--- src/frontend_settings.svh ---
// ====================
// Build constants for the instruction-supply front end.
// Included by the package and by any module that needs a width,
// the reset address, the buffer depth or an exception code.
// ====================

`ifndef FRONTEND_SETTINGS_SVH
`define FRONTEND_SETTINGS_SVH

// Width of fetch addresses and instruction words
`define FE_XLEN 32

// First address fetched once reset is released
`define FE_RESET_PC 32'h0000_0100

// Buffer entries, which also bounds the number of fetches in flight
`define FE_IBUF_DEPTH 4

// Exception codes reported in the decoded packet
`define FE_EXC_MISALIGNED 5'd0
`define FE_EXC_ILLEGAL 5'd2

`endif

--- src/frontend_pkg.sv ---
// ====================
// Types shared by the front-end RTL and its testbench.
// Modules pull them in with a wildcard import in the module header.
// ====================

`include "frontend_settings.svh"

package frontend_pkg;

    // Fetch request strobe and address towards instruction memory
    typedef struct packed {
        logic               req;
        logic [`FE_XLEN-1:0] addr;
    } fetch_req_t;

    // One response per accepted request, returned in order
    typedef struct packed {
        logic               valid;
        logic [`FE_XLEN-1:0] word;
    } fetch_rsp_t;

    // Control-flow changes reported by the back end, flags are one-cycle pulses
    typedef struct packed {
        logic               exception;
        logic               handler_return;
        logic               branch_taken;
        logic [`FE_XLEN-1:0] handler_pc;
        logic [`FE_XLEN-1:0] return_pc;
        logic [`FE_XLEN-1:0] branch_target;
    } redirect_t;

    typedef enum logic [3:0] {
        OP_LUI,
        OP_AUIPC,
        OP_JAL,
        OP_JALR,
        OP_BRANCH,
        OP_LOAD,
        OP_STORE,
        OP_ALU_IMM,
        OP_ALU_REG,
        OP_MUL,
        OP_FENCE,
        OP_SYSTEM,
        OP_ILLEGAL
    } op_class_e;

    typedef struct packed {
        logic               valid;
        logic [`FE_XLEN-1:0] pc;
        op_class_e          op_class;
        logic [4:0]         rd;
        logic [4:0]         rs1;
        logic [4:0]         rs2;
        logic [`FE_XLEN-1:0] imm;
        logic               exception;
        logic [4:0]         exc_code;
    } decoded_t;

endpackage

--- src/redirect_hold.sv ---
// ====================
// Holding register for a redirect that cannot be fetched yet.
// Sits beside pc_gen and keeps the winning target until fetch is free.
// ====================

`timescale 1ns/1ps

module redirect_hold import frontend_pkg::*; (
    input  logic        clk_i,
    input  logic        rst_n_i,
    input  redirect_t   redirect_i,
    input  logic        fetch_blocked_i,
    output logic        pending_o,
    output logic [31:0] pending_target_o
);

    logic        any_redirect;
    logic [31:0] resolved_target;
    logic        pending_q;
    logic [31:0] target_q;

    assign any_redirect = redirect_i.exception | redirect_i.handler_return |
                          redirect_i.branch_taken;

    // Exception wins over handler return, which wins over a taken branch
    always_comb begin
        if (redirect_i.exception) begin
            resolved_target = redirect_i.handler_pc;
        end else if (redirect_i.handler_return) begin
            resolved_target = redirect_i.return_pc;
        end else begin
            resolved_target = redirect_i.branch_target;
        end
    end

    // A newer redirect simply overwrites whatever is held
    always_ff @(posedge clk_i) begin
        if (!rst_n_i) begin
            pending_q <= 1'b0;
        end else if (any_redirect & fetch_blocked_i) begin
            pending_q <= 1'b1;
        end else if (!fetch_blocked_i) begin
            pending_q <= 1'b0;
        end
    end

    always_ff @(posedge clk_i) begin
        if (any_redirect) begin
            target_q <= resolved_target;
        end
    end

    assign pending_o        = pending_q;
    assign pending_target_o = target_q;

endmodule

--- src/pc_gen.sv ---
// ====================
// Program counter generation.
// Picks the next fetch address by redirect priority and drives the
// request strobe; the squash pulse marks every new redirect.
// ====================

`timescale 1ns/1ps

`include "frontend_settings.svh"

module pc_gen import frontend_pkg::*; (
    input  logic        clk_i,
    input  logic        rst_n_i,
    input  redirect_t   redirect_i,
    input  logic        pending_i,
    input  logic [31:0] pending_target_i,
    input  logic        fetch_stall_i,
    input  logic        ibuf_full_i,
    output fetch_req_t  fetch_req_o,
    output logic        fetch_blocked_o,
    output logic        squash_o
);

    logic [31:0] next_pc_q;
    logic [31:0] fetch_addr;
    logic        started_q;
    logic        accepted;

    // Live redirects first, then a held one, then the sequential path
    always_comb begin
        if (redirect_i.exception) begin
            fetch_addr = redirect_i.handler_pc;
        end else if (redirect_i.handler_return) begin
            fetch_addr = redirect_i.return_pc;
        end else if (redirect_i.branch_taken) begin
            fetch_addr = redirect_i.branch_target;
        end else if (pending_i) begin
            fetch_addr = pending_target_i;
        end else begin
            fetch_addr = next_pc_q;
        end
    end

    assign fetch_req_o.req  = started_q & !ibuf_full_i;
    assign fetch_req_o.addr = fetch_addr;
    assign accepted         = fetch_req_o.req & !fetch_stall_i;

    // The cycle right after reset issues nothing, so treat it as blocked
    assign fetch_blocked_o = fetch_stall_i | ibuf_full_i | !started_q;

    assign squash_o = redirect_i.exception | redirect_i.handler_return |
                      redirect_i.branch_taken;

    // next_pc_q holds the sequential address and only moves on acceptance
    always_ff @(posedge clk_i) begin
        if (!rst_n_i) begin
            started_q <= 1'b0;
            next_pc_q <= `FE_RESET_PC;
        end else begin
            started_q <= 1'b1;
            if (accepted) begin
                next_pc_q <= fetch_addr + 32'd4;
            end
        end
    end

endmodule

--- src/instr_buffer.sv ---
// ====================
// Instruction buffer between memory and decode.
// Pairs each response with the address it was fetched from, counts
// fetches in flight and drops responses belonging to a squashed path.
// ====================

`timescale 1ns/1ps

`include "frontend_settings.svh"

module instr_buffer import frontend_pkg::*; #(
    parameter int DEPTH = `FE_IBUF_DEPTH
) (
    input  logic        clk_i,
    input  logic        rst_n_i,
    input  logic        squash_i,
    input  logic        accepted_i,
    input  logic [31:0] fetch_addr_i,
    input  fetch_rsp_t  fetch_rsp_i,
    input  logic        read_i,
    output logic [31:0] word_o,
    output logic [31:0] pc_o,
    output logic        empty_o,
    output logic        full_o
);

    localparam int PTR_W = $clog2(DEPTH);
    localparam int CNT_W = PTR_W + 1;

    logic [31:0]      word_mem [DEPTH];
    logic [31:0]      pc_mem   [DEPTH];
    logic [31:0]      addr_mem [DEPTH];
    logic [PTR_W-1:0] wr_ptr_q, rd_ptr_q;
    logic [PTR_W-1:0] awr_ptr_q, ard_ptr_q, awr_slot;
    logic [CNT_W-1:0] count_q, outstanding_q, discard_q;
    logic [CNT_W+1:0] occupancy;
    logic             stale_rsp, write_en, pop_en;

    assign stale_rsp = fetch_rsp_i.valid & (discard_q != '0);
    assign write_en  = fetch_rsp_i.valid & !stale_rsp & !squash_i;
    assign pop_en    = read_i & (count_q != '0);

    // A request accepted with the squash is the first of the new path
    assign awr_slot = squash_i ? '0 : awr_ptr_q;

    // Stored words, valid fetches and stale fetches all hold a slot
    assign occupancy = {2'b00, count_q} + {2'b00, outstanding_q} + {2'b00, discard_q};
    assign full_o    = occupancy >= (CNT_W+2)'(DEPTH);

    always_ff @(posedge clk_i) begin
        if (accepted_i) begin
            addr_mem[awr_slot] <= fetch_addr_i;
        end
        if (write_en) begin
            word_mem[wr_ptr_q] <= fetch_rsp_i.word;
            pc_mem[wr_ptr_q]   <= addr_mem[ard_ptr_q];
        end
    end

    always_ff @(posedge clk_i) begin
        if (!rst_n_i) begin
            wr_ptr_q      <= '0;
            rd_ptr_q      <= '0;
            awr_ptr_q     <= '0;
            ard_ptr_q     <= '0;
            count_q       <= '0;
            outstanding_q <= '0;
            discard_q     <= '0;
        end else if (squash_i) begin
            wr_ptr_q      <= '0;
            rd_ptr_q      <= '0;
            ard_ptr_q     <= '0;
            count_q       <= '0;
            awr_ptr_q     <= accepted_i ? PTR_W'(1) : '0;
            outstanding_q <= accepted_i ? CNT_W'(1) : '0;
            // Everything still in flight now belongs to the old path
            discard_q     <= discard_q + outstanding_q - CNT_W'(fetch_rsp_i.valid);
        end else begin
            if (accepted_i) begin
                awr_ptr_q <= awr_ptr_q + 1'b1;
            end
            if (write_en) begin
                wr_ptr_q  <= wr_ptr_q + 1'b1;
                ard_ptr_q <= ard_ptr_q + 1'b1;
            end
            if (pop_en) begin
                rd_ptr_q <= rd_ptr_q + 1'b1;
            end
            if (stale_rsp) begin
                discard_q <= discard_q - 1'b1;
            end
            count_q       <= count_q + CNT_W'(write_en) - CNT_W'(pop_en);
            outstanding_q <= outstanding_q + CNT_W'(accepted_i) - CNT_W'(write_en);
        end
    end

    assign word_o  = word_mem[rd_ptr_q];
    assign pc_o    = pc_mem[rd_ptr_q];
    assign empty_o = (count_q == '0);

endmodule

--- src/instr_decode.sv ---
// ====================
// Decode stage.
// Classifies the buffered word, extracts registers and immediate,
// flags exceptions and registers one packet per instruction.
// ====================

`timescale 1ns/1ps

`include "frontend_settings.svh"

module instr_decode import frontend_pkg::*; (
    input  logic        clk_i,
    input  logic        rst_n_i,
    input  logic        squash_i,
    input  logic        stall_i,
    input  logic        m_ext_i,
    input  logic [31:0] word_i,
    input  logic [31:0] pc_i,
    input  logic        empty_i,
    output logic        read_o,
    output decoded_t    decoded_o
);

    logic [6:0]  opcode;
    logic [6:0]  funct7;
    logic        misaligned;
    logic        illegal;
    op_class_e   op_class;
    logic [31:0] imm;
    decoded_t    packet_d;
    decoded_t    decoded_q;

    assign opcode = word_i[6:0];
    assign funct7 = word_i[31:25];

    // ====================
    // Classification
    // ====================

    always_comb begin
        case (opcode)
            7'b0110111: op_class = OP_LUI;
            7'b0010111: op_class = OP_AUIPC;
            7'b1101111: op_class = OP_JAL;
            7'b1100111: op_class = OP_JALR;
            7'b1100011: op_class = OP_BRANCH;
            7'b0000011: op_class = OP_LOAD;
            7'b0100011: op_class = OP_STORE;
            7'b0010011: op_class = OP_ALU_IMM;
            7'b0001111: op_class = OP_FENCE;
            7'b1110011: op_class = OP_SYSTEM;
            7'b0110011: begin
                // funct7 of 1 selects the M extension group
                if (funct7 == 7'b0000001) begin
                    op_class = m_ext_i ? OP_MUL : OP_ILLEGAL;
                end else begin
                    op_class = OP_ALU_REG;
                end
            end
            default:    op_class = OP_ILLEGAL;
        endcase
    end

    // Immediate in the RV32I format of the class, sign extended
    always_comb begin
        case (op_class)
            OP_LUI, OP_AUIPC: imm = {word_i[31:12], 12'b0};
            OP_JAL:    imm = {{12{word_i[31]}}, word_i[19:12], word_i[20], word_i[30:21], 1'b0};
            OP_BRANCH: imm = {{20{word_i[31]}}, word_i[7], word_i[30:25], word_i[11:8], 1'b0};
            OP_STORE:  imm = {{21{word_i[31]}}, word_i[30:25], word_i[11:7]};
            OP_JALR, OP_LOAD, OP_ALU_IMM, OP_FENCE, OP_SYSTEM:
                       imm = {{21{word_i[31]}}, word_i[30:20]};
            default:   imm = '0;
        endcase
    end

    // ====================
    // Packet and stage register
    // ====================

    assign misaligned = (pc_i[1:0] != 2'b00);
    assign illegal    = (op_class == OP_ILLEGAL);
    assign read_o     = !stall_i & !empty_i;

    always_comb begin
        packet_d.valid     = !empty_i;
        packet_d.pc        = pc_i;
        packet_d.op_class  = op_class;
        packet_d.rd        = word_i[11:7];
        packet_d.rs1       = word_i[19:15];
        packet_d.rs2       = word_i[24:20];
        packet_d.imm       = imm;
        packet_d.exception = misaligned | illegal;
        // A bad fetch address hides whatever the word decodes to
        if (misaligned) begin
            packet_d.exc_code = `FE_EXC_MISALIGNED;
        end else if (illegal) begin
            packet_d.exc_code = `FE_EXC_ILLEGAL;
        end else begin
            packet_d.exc_code = '0;
        end
    end

    always_ff @(posedge clk_i) begin
        if (!rst_n_i) begin
            decoded_q.valid <= 1'b0;
        end else if (squash_i) begin
            decoded_q.valid <= 1'b0;
        end else if (!stall_i) begin
            decoded_q <= packet_d;
        end
    end

    assign decoded_o = decoded_q;

endmodule

--- src/front_end_top.sv ---
// ====================
// Top level of the instruction-supply front end.
// Connects PC generation, the redirect holding register, the
// instruction buffer and decode between memory and back end.
// ====================

`timescale 1ns/1ps

module front_end_top import frontend_pkg::*; (
    input  logic       clk_i,
    input  logic       rst_n_i,
    output fetch_req_t fetch_req_o,
    input  fetch_rsp_t fetch_rsp_i,
    input  logic       fetch_stall_i,
    input  redirect_t  redirect_i,
    input  logic       stall_i,
    input  logic       m_ext_i,
    output decoded_t   decoded_o
);

    logic        pending;
    logic [31:0] pending_target;
    logic        fetch_blocked;
    logic        squash;
    logic        accepted;
    logic        ibuf_full;
    logic        ibuf_empty;
    logic        ibuf_read;
    logic [31:0] ibuf_word;
    logic [31:0] ibuf_pc;

    // Memory takes the request only when it is not stalling
    assign accepted = fetch_req_o.req & !fetch_stall_i;

    redirect_hold redirect_hold_i (
        .clk_i            (clk_i),
        .rst_n_i          (rst_n_i),
        .redirect_i       (redirect_i),
        .fetch_blocked_i  (fetch_blocked),
        .pending_o        (pending),
        .pending_target_o (pending_target)
    );

    pc_gen pc_gen_i (
        .clk_i            (clk_i),
        .rst_n_i          (rst_n_i),
        .redirect_i       (redirect_i),
        .pending_i        (pending),
        .pending_target_i (pending_target),
        .fetch_stall_i    (fetch_stall_i),
        .ibuf_full_i      (ibuf_full),
        .fetch_req_o      (fetch_req_o),
        .fetch_blocked_o  (fetch_blocked),
        .squash_o         (squash)
    );

    instr_buffer instr_buffer_i (
        .clk_i        (clk_i),
        .rst_n_i      (rst_n_i),
        .squash_i     (squash),
        .accepted_i   (accepted),
        .fetch_addr_i (fetch_req_o.addr),
        .fetch_rsp_i  (fetch_rsp_i),
        .read_i       (ibuf_read),
        .word_o       (ibuf_word),
        .pc_o         (ibuf_pc),
        .empty_o      (ibuf_empty),
        .full_o       (ibuf_full)
    );

    instr_decode instr_decode_i (
        .clk_i     (clk_i),
        .rst_n_i   (rst_n_i),
        .squash_i  (squash),
        .stall_i   (stall_i),
        .m_ext_i   (m_ext_i),
        .word_i    (ibuf_word),
        .pc_i      (ibuf_pc),
        .empty_i   (ibuf_empty),
        .read_o    (ibuf_read),
        .decoded_o (decoded_o)
    );

endmodule

--- config.mk ---
export PLATFORM = sky130hd
export DESIGN_NAME = front_end_top
export DESIGN_NICKNAME = d
export VERILOG_FILES = /design/src/frontend_pkg.sv /design/src/redirect_hold.sv /design/src/pc_gen.sv /design/src/instr_buffer.sv /design/src/instr_decode.sv /design/src/front_end_top.sv
export VERILOG_INCLUDE_DIRS = /design/src /design/src/src
export SDC_FILE = /design/constraint.sdc
export NUM_CORES = 1
export LEC_CHECK = 0
export ABC_AREA = 1
export BUFFER_PORTS_ARGS = -buffer_cell sky130_fd_sc_hd__buf_4
export CAP_MARGIN = 20
export CORE_MARGIN = 4
export CORE_UTILIZATION = 35
export CTS_CLUSTER_SIZE = 14
export DETAILED_ROUTE_END_ITERATION = 10
export PLACE_DENSITY = 0.59
export SLEW_MARGIN = 20
export SYNTH_ARGS = -nofsm -noshare
export SYNTH_HDL_FRONTEND = slang
export SYNTH_HIERARCHICAL = 1
export SYNTH_SLANG_ARGS = --single-unit
--- constraint.sdc ---
create_clock -name clk_i -period 5.9 [get_ports clk_i]
set_clock_uncertainty 0.15 [all_clocks]
set_input_delay 0 -clock clk_i [delete_from_list [all_inputs] [get_ports clk_i]]
set_output_delay 0 -clock clk_i [all_outputs]
set_load 0.03 [all_outputs]
==> flow_metrics.py, run 1 <==
metrics = {
    "status": {
        "status": "finished, final reports clean",
    },
    "global_route": {
        "grt_overflow": 0,
        "antenna_found_initial": 0,
        "grt_pass1_vias": 18063,
        "grt_max_degree": 77,
        "grt.total_usage_pct": 16.9,
        "grt_pass1_wl_microns": 100000,
    },
    "power_and_ir_drop": {
        "p_leak_nw": 12.1,
        "worst_ir_drop_vdd_v": 0.000231,
        "powerDensity_mw_per_mm2": 289,
    },
    "worst_setup_path": {
        "crit_end": "instr_decode_i/decoded_o[28]",
        "startpoint_type": "flop",
        "cp.arrival_ns": 4.22,
        "cp.required_ns": 6.06,
        "r2r_setup_slack_ns": 1.84,
        "worstSetupPathType": "reg2reg",
        "endpoint_kind": "flop",
        "rr_worst_depth": 11,
        "crit_path_max_fanout": 66,
        "r2r-end": "instr_decode_i/decoded_o[28]",
    },
    "clock_tree": {
        "insertion_delay_ns": 0.60,
        "htreeDepth": 2,
        "clockBufferDepth": 3,
        "root_buffer": "clkbuf_16",
        "cts.sink_count": 557,
        "cts_buffers": 57,
        "cts_resized": 0,
        "cts.reportedPaths.clkPinSlew_ns": 0.06,
        "cts_setup_buffers": 0,
        "cts_tree": "yes",
    },
    "sta": {
        "rsz0062_at_grt": "false",
        "period_share_pct": 68.9,
        "finalMaxSlewViolations": 0,
        "setup_viol": 0,
        "fin_tns_setup_ns": 0,
        "worstMarginPinSlew_ns": 1.06,
        "slew-limit-headroom_pct": 28.9,
        "max_clock_freq_mhz": 246,
        "hold_viol": 0,
        "fin_crit_ns": 4.06,
    },
    "synthesis": {
        "yosys_warnings": 6,
        "yosysUniqueCellTypes": 44,
        "synth_seq_area_share_pct": 65.7,
        "synth_area_sq_mm": 0.0246,
        "synth-seq-cells": 557,
        "synth_cells": 2355,
        "synth.avg_cell_area_sq_um": 10.5,
    },
    "floorplanning": {
        "pin_count": 260,
        "start_util_pct": 35.6,
        "core_region_area_sq_mm": 0.0692,
        "die-area_sq_mm": 0.0747,
        "fp.dieH_microns": 273,
        "rows": 96,
        "die_x_microns": 273,
    },
    "finish": {
        "syn_to_final_growth_pct": 27.4,
        "post_route_cells_drive_above_1_share_pct": 15.4,
        "fin_nets": 2954,
        "final_area_sq_mm": 0.0314,
    },
    "place": {
        "dp_hpwl_microns": 41400,
        "gp_congestion": 0.880,
        "port_buffers": 255,
        "place_area_sq_mm": 0.0272,
    },
    "route": {
        "drc": 0,
        "first_iter_violations": 1605,
        "drt-pass1-iter-count": 6,
        "wl_microns": 65200,
        "drtAntennaViolNets": 0,
        "vias": 18606,
        "wl_per_cell_microns": 17.3,
        "viasPerCell": 4.93,
    },
    "run": {
        "max-cap-violations": 0,
    },
    "worst_hold_path": {
        "hold_path_class": "in2reg",
    },
}
[timing repair]
action,in CTS,in global routing
setup endpoints to repair,0,0
endpoints found under the hold margin,383,0
hold buffers,221,0
[cells in the final DEF (no fill, tap or decap), types with 4 or more instances in the layout]
cell / n
clkinv_4: 4
clkinvlp_4: 5
nor2_1: 374
conb_1: 4
clkbuf_1: 8
nand2_1: 471
buf_4: 277
o21ai_1: 61
dfxtp_1: 53
o22ai_1: 96
o21ai_0: 162
o21ai_2: 6
dlygate4sd3_1: 221
fa_1: 7
bufinv_16: 9
nand3_1: 127
nand3b_1: 4
inv_2: 11
nand2_2: 15
clkinv_2: 10
edfxtp_1: 501
nand4_1: 29
nor2_2: 11
clkbuf_16: 59
ha_1: 16
xnor2_1: 5
inv_1: 190
a21boi_0: 16
clkinv_1: 8
nor2_4: 9
a21oi_1: 33
xor2_1: 5
[worst max-delay path, stage by stage, from the launching register on]
cell and delay (ns):
dfxtp_4 0.76, clkinv_2 0.76, o21ai_0 0.43, o22ai_1 0.15
nand2_1 0.13, inv_2 0.06, nand2_1 0.17, nor2_1 0.08
nor2_1 0.14, nand3_2 0.31, nand2_2 0.43, nand4_1 0.17
[routing by layer]
metal | GRT usage [%] | vias up | wire length (microns)
li1 | - | 8918 | -
met4 | 3.77 | 0 | 1070
met1 | 22.6 | 8887 | 27900
met2 | 28.9 | 728 | 31500
met5 | 0 | - | 0
met3 | 2.95 | 73 | 4790
[cells by family after synthesis]
family                   count (synthesis)  synth area share, %
AND/OR/NAND/NOR                       1049                 17.5
flip-flops                             557                 65.7
AO/OA/AOI/OAI                          388                 8.78
buffers and inverters                  327                 6.27
adder cells (fa/ha/maj)                 23                 1.38
XOR/XNOR                                10                0.356
other                                    1               0.0152
[where the power goes]
part | internal [W] | switching, W
Sequential | 0.00441 | 0.0000355
Clock | 0.00225 | 0.00149
Combinational | 0.000348 | 0.000528
[sequential cells by signal (all words and copies together), names as in the netlist, 3 cells and up, named ones only]
| name | flops |
|---|---|
| instr_buffer_i/addr_mem | 128 |
| instr_buffer_i/pc_mem | 128 |
| instr_buffer_i/word_mem | 128 |
| instr_decode_i/decoded_o | 86 |
| pc_gen_i/next_pc_q | 32 |
| redirect_hold_i/pending_target_o | 32 |
| instr_buffer_i/count_q | 3 |
| instr_buffer_i/discard_q | 3 |
| instr_buffer_i/outstanding_q | 3 |
[metrics by stage]
| stage | std cells | total power, W | utilization (%) | setup WS, ns | hold slack, ns |
|---|---|---|---|---|---|
| 2_1_floorplan | 2358 | 0.00498 | - | 0.552 | -0.122 |
| 3_3_place_gp | 3445 | 0.00524 | 39.3 | 2.07 | 0.0515 |
| 3_5_place_dp | 3445 | 0.00526 | 39.3 | 1.86 | 0.0560 |
| 4_1_cts | 3771 | 0.00914 | 45.3 | 1.85 | 0.00215 |
| 5_1_grt | 3771 | 0.00942 | 45.3 | 1.44 | 0.00150 |
| 6_report | 3774 | 0.00906 | 45.3 | 1.84 | 0.0240 |
[cells in the mapped netlist (all sizes together)]
master / count / share of area, %
conb: 1 / 0.015
o21a: 3 / 0.091
a22oi: 1 / 0.031
xnor2: 5 / 0.18
o2111ai: 1 / 0.036
nand4: 29 / 0.74
edfxtp: 501 / 61
o22ai: 96 / 2.4
o211ai: 3 / 0.091
dfxtp: 56 / 4.6
o21ai: 229 / 4.7
a21oi: 35 / 0.73
nand3: 129 / 2.7
clkinv: 1 / 0.036
a21boi: 18 / 0.55
a211oi: 1 / 0.031
buf: 76 / 2.4
ha: 16 / 0.81
inv: 205 / 3.1
nand2: 488 / 7.7
nor2: 394 / 6.2
fa: 7 / 0.57
nand3b: 4 / 0.12
a311oi: 1 / 0.036
clkbuf: 45 / 0.70
or2: 3 / 0.076
nor3: 2 / 0.041
xor2: 5 / 0.18
[cell type report]
| cell class | count | area, sq um |
|---|---|---|
| Fill cell | 6340 | 37800 |
| Sequential cell | 557 | 16200 |
| Multi-Input combinational cell | 1474 | 6980 |
| Timing Repair Buffer | 498 | 4290 |
| Clock buffer | 69 | 1530 |
| Tap cell | 931 | 1160 |
| Inverter | 206 | 785 |
| Clock inverter | 36 | 432 |
| Antenna cell | 3 | 7.51 |
[worst min-delay path by stage]
| stage | depth (start not counted) | end | from | slack [ns] |
|---|---|---|---|---|
| final | 2 | instr_buffer_i/word_mem[0][27] | fetch_rsp_i[27] | 0.02 |
| after CTS | 9 | pc_gen_i/next_pc_q[27] | redirect_i[27] | 0.002 |
| after global routing | 2 | instr_buffer_i/word_mem[3][1] | fetch_rsp_i[1] | 0.002 |
| after floorplan | 0 | pc_gen_i/started_q | rst_n_i | -0.12 |
| after detailed placement | 1 | instr_buffer_i/word_mem[2][19] | fetch_rsp_i[19] | 0.06 |
| after global placement | 1 | instr_buffer_i/word_mem[3][19] | fetch_rsp_i[19] | 0.05 |
No activity file was read; power rests on OpenSTA's default activity.
==> run 2, diff against run 1 <==
PLACE_DENSITY = 0.61   (was 0.59)
clock period = 3.65 ns   (was 5.9 ns; I/O delays follow)
==> flow_metrics.py, run 2 (synthesis gave the netlist of run 1 again) <==
metrics = {
    "worst_setup_path": {
        "cp.arrival_ns": 3.78,
        "r2r_setup_slack_ns": 0.22,
        "cp.required_ns": 4.00,
        "reg2reg_from": "redirect_hold_i/pending_o",
        "rr_worst_depth": 16,
        "worstSetupPathType": "reg2reg",
        "r2r-end": "pc_gen_i/next_pc_q[16]",
        "endpoint_kind": "flop",
        "crit_path_max_fanout": 16,
        "startpoint_type": "flop",
    },
    "worst_hold_path": {
        "whs_path_depth": 2,
        "hp-start": "fetch_rsp_i[5]",
        "hold_path_class": "in2reg",
        "hold_end": "instr_buffer_i/word_mem[1][5]",
    },
    "global_route": {
        "grt_pass1_vias": 18483,
        "antenna_found_initial": 2,
        "grt.total_usage_pct": 17.1,
        "grt_pass1_wl_microns": 102000,
        "grt_max_degree": 79,
        "grt_overflow": 0,
    },
    "floorplanning": {
        "start_util_pct": 35.6,
        "die_x_microns": 273,
        "rows": 96,
        "fp.dieH_microns": 273,
        "core_region_area_sq_mm": 0.0692,
        "pin_count": 260,
        "die-area_sq_mm": 0.0747,
    },
    "route": {
        "drc": 0,
        "drt-pass1-iter-count": 6,
        "viasPerCell": 4.98,
        "vias": 18917,
        "m1WireLength_microns": 28700,
        "wl_microns": 66400,
        "dr_wl_met2_microns": 31500,
        "drtAntennaViolNets": 0,
        "wl_per_cell_microns": 17.5,
        "first_iter_violations": 1677,
        "dr_wl_met3_microns": 4650,
        "dr.max_layer_used": "met4",
    },
    "sta": {
        "max_clock_freq_mhz": 292,
        "hold_viol": 0,
        "setup_viol": 0,
        "rsz0062_at_grt": "false",
        "worst_hold_slack_ns": 0.0269,
        "slew-limit-headroom_pct": 28.6,
        "period_share_pct": 93.9,
        "finalMaxSlewViolations": 0,
        "fin_crit_ns": 3.43,
        "worstMarginPinSlew_ns": 1.07,
    },
    "clock_tree": {
        "cts_buffers": 56,
        "htreeDepth": 2,
        "clockBufferDepth": 3,
        "root_buffer": "clkbuf_16",
        "cts.sink_count": 557,
        "cts.reportedPaths.clkPinSlew_ns": 0.06,
        "cts_setup_buffers": 0,
        "cts_tree": "yes",
        "insertion_delay_ns": 0.60,
    },
    "place": {
        "dp_hpwl_microns": 42800,
        "gp_congestion": 0.919,
        "port_buffers": 255,
    },
    "finish": {
        "final_common_cell": "edfxtp_1",
        "utilization_pct": 45.6,
        "layout_common_cells": "edfxtp_1 (501), nand2_1 (470), nor2_1 (372), buf_4 (296), dlygate4sd3_1 (221)",
        "largestRegisters": "instr_buffer_i/addr_mem: 128 flops, instr_buffer_i/pc_mem: 128 flops, instr_buffer_i/word_mem: 128 flops",
        "syn_to_final_growth_pct": 28.3,
        "post_route_cells_drive_above_1_share_pct": 16.2,
        "fin_nets": 2982,
    },
    "power_and_ir_drop": {
        "p_leak_nw": 12.2,
        "powerDensity_mw_per_mm2": 453,
        "power_w": 0.0143,
        "worst_ir_drop_vdd_v": 0.000382,
    },
    "run": {
        "max-cap-violations": 0,
    },
    "status": {
        "status": "finished, final reports clean",
    },
}
==> run 2: changes by cell type in the layout (fill, tap and decap cells not counted), moves of 3 or more <==
cell | previous run | this run
clkinv_4 | 4 | 1
clkinv_2 | 10 | 14
buf_4 | 277 | 296
bufinv_16 | 9 | 6
nor2_4 | 9 | 12
clkinv_1 | 8 | 13
clkbuf_16 | 59 | 56
buf_12 | 0 | 10
==> run 2: repair_timing <==
| action | CTS | global route |
|---|---|---|
| gates resized for setup | 0 | 1 |
| hold buffers | 221 | 0 |
| endpoints found under the setup margin | 0 | 6 |
| endpoints found under the hold margin | 518 | 0 |
==> run 2: area by class of cell <==
type | count | area (sq um)
repair buffers | 527 | 4630
well taps | 931 | 1160
diodes | 1 | 2.50
inverters | 206 | 785
multi-input cells | 1474 | 7020
fillers | 6332 | 37600
clock buffers | 65 | 1440
flip-flops and latches | 557 | 16200
clock inverters | 40 | 369
==> run 2: per-stage QoR <==
step,setup TNS [ns],setup slack [ns],instances,cell area [sq um]
3_5_place_dp,0,0.111,3474,27600
5_1_grt,0,0.0183,3801,31600
4_1_cts,0,0.0544,3800,31600
6_report,0,0.224,3801,31600
2_1_floorplan,-180.49,-0.705,2358,24700
3_3_place_gp,0,0.252,3474,27600
==> run 2: report_power, final <==
| part | internal [W] | switching (W) | leakage (nW) |
|---|---|---|---|
| Combinational | 0.000586 | 0.000856 | 6.37 |
| Clock | 0.00324 | 0.00243 | 0.872 |
| Sequential | 0.00713 | 0.0000606 | 5.01 |
| Total | 0.0110 | 0.00334 | 12.2 |
==> run 2: how the worst max path moves through the flow <==
stage / startpoint / depth (start not counted) / endpoint / slack [ns]
5_1_grt: instr_buffer_i/discard_q[2] / 15 / instr_buffer_i/outstanding_q[2] / 0.02
4_1_cts: redirect_hold_i/pending_o / 16 / pc_gen_i/next_pc_q[16] / 0.05
2_1_floorplan: instr_buffer_i/discard_q[0] / 7 / instr_buffer_i/pc_mem[0][0] / -0.71
3_3_place_gp: flop / 9 / instr_decode_i/decoded_o[21] / 0.25
3_5_place_dp: flop / 9 / instr_decode_i/decoded_o[33] / 0.11
6_report: redirect_hold_i/pending_o / 16 / pc_gen_i/next_pc_q[16] / 0.22
==> run 2: worst max-delay path, stage by stage (launching register included) <==
cell and delay [ns]:
dfxtp_2 0.52, inv_2 0.12, nand2_1 0.09, nand3_1 0.08
nand2_1 0.08, nand2_1 0.05, o21a_1 0.09, dlygate4sd3_1 0.56
buf_4 0.20, ha_1 0.31, nand2_1 0.21, nor2_1 0.07
nand3_1 0.07, dlygate4sd3_1 0.56, nand3_1 0.06, nand2_1 0.06
inv_1 0.04
==> run 2: routing by layer <==
metal  GRT usage, %  up-vias
met5              0        -
met4           4.85        0
met3           2.75      107
met2           28.9      763
met1           22.7     9074
li1               -     8973
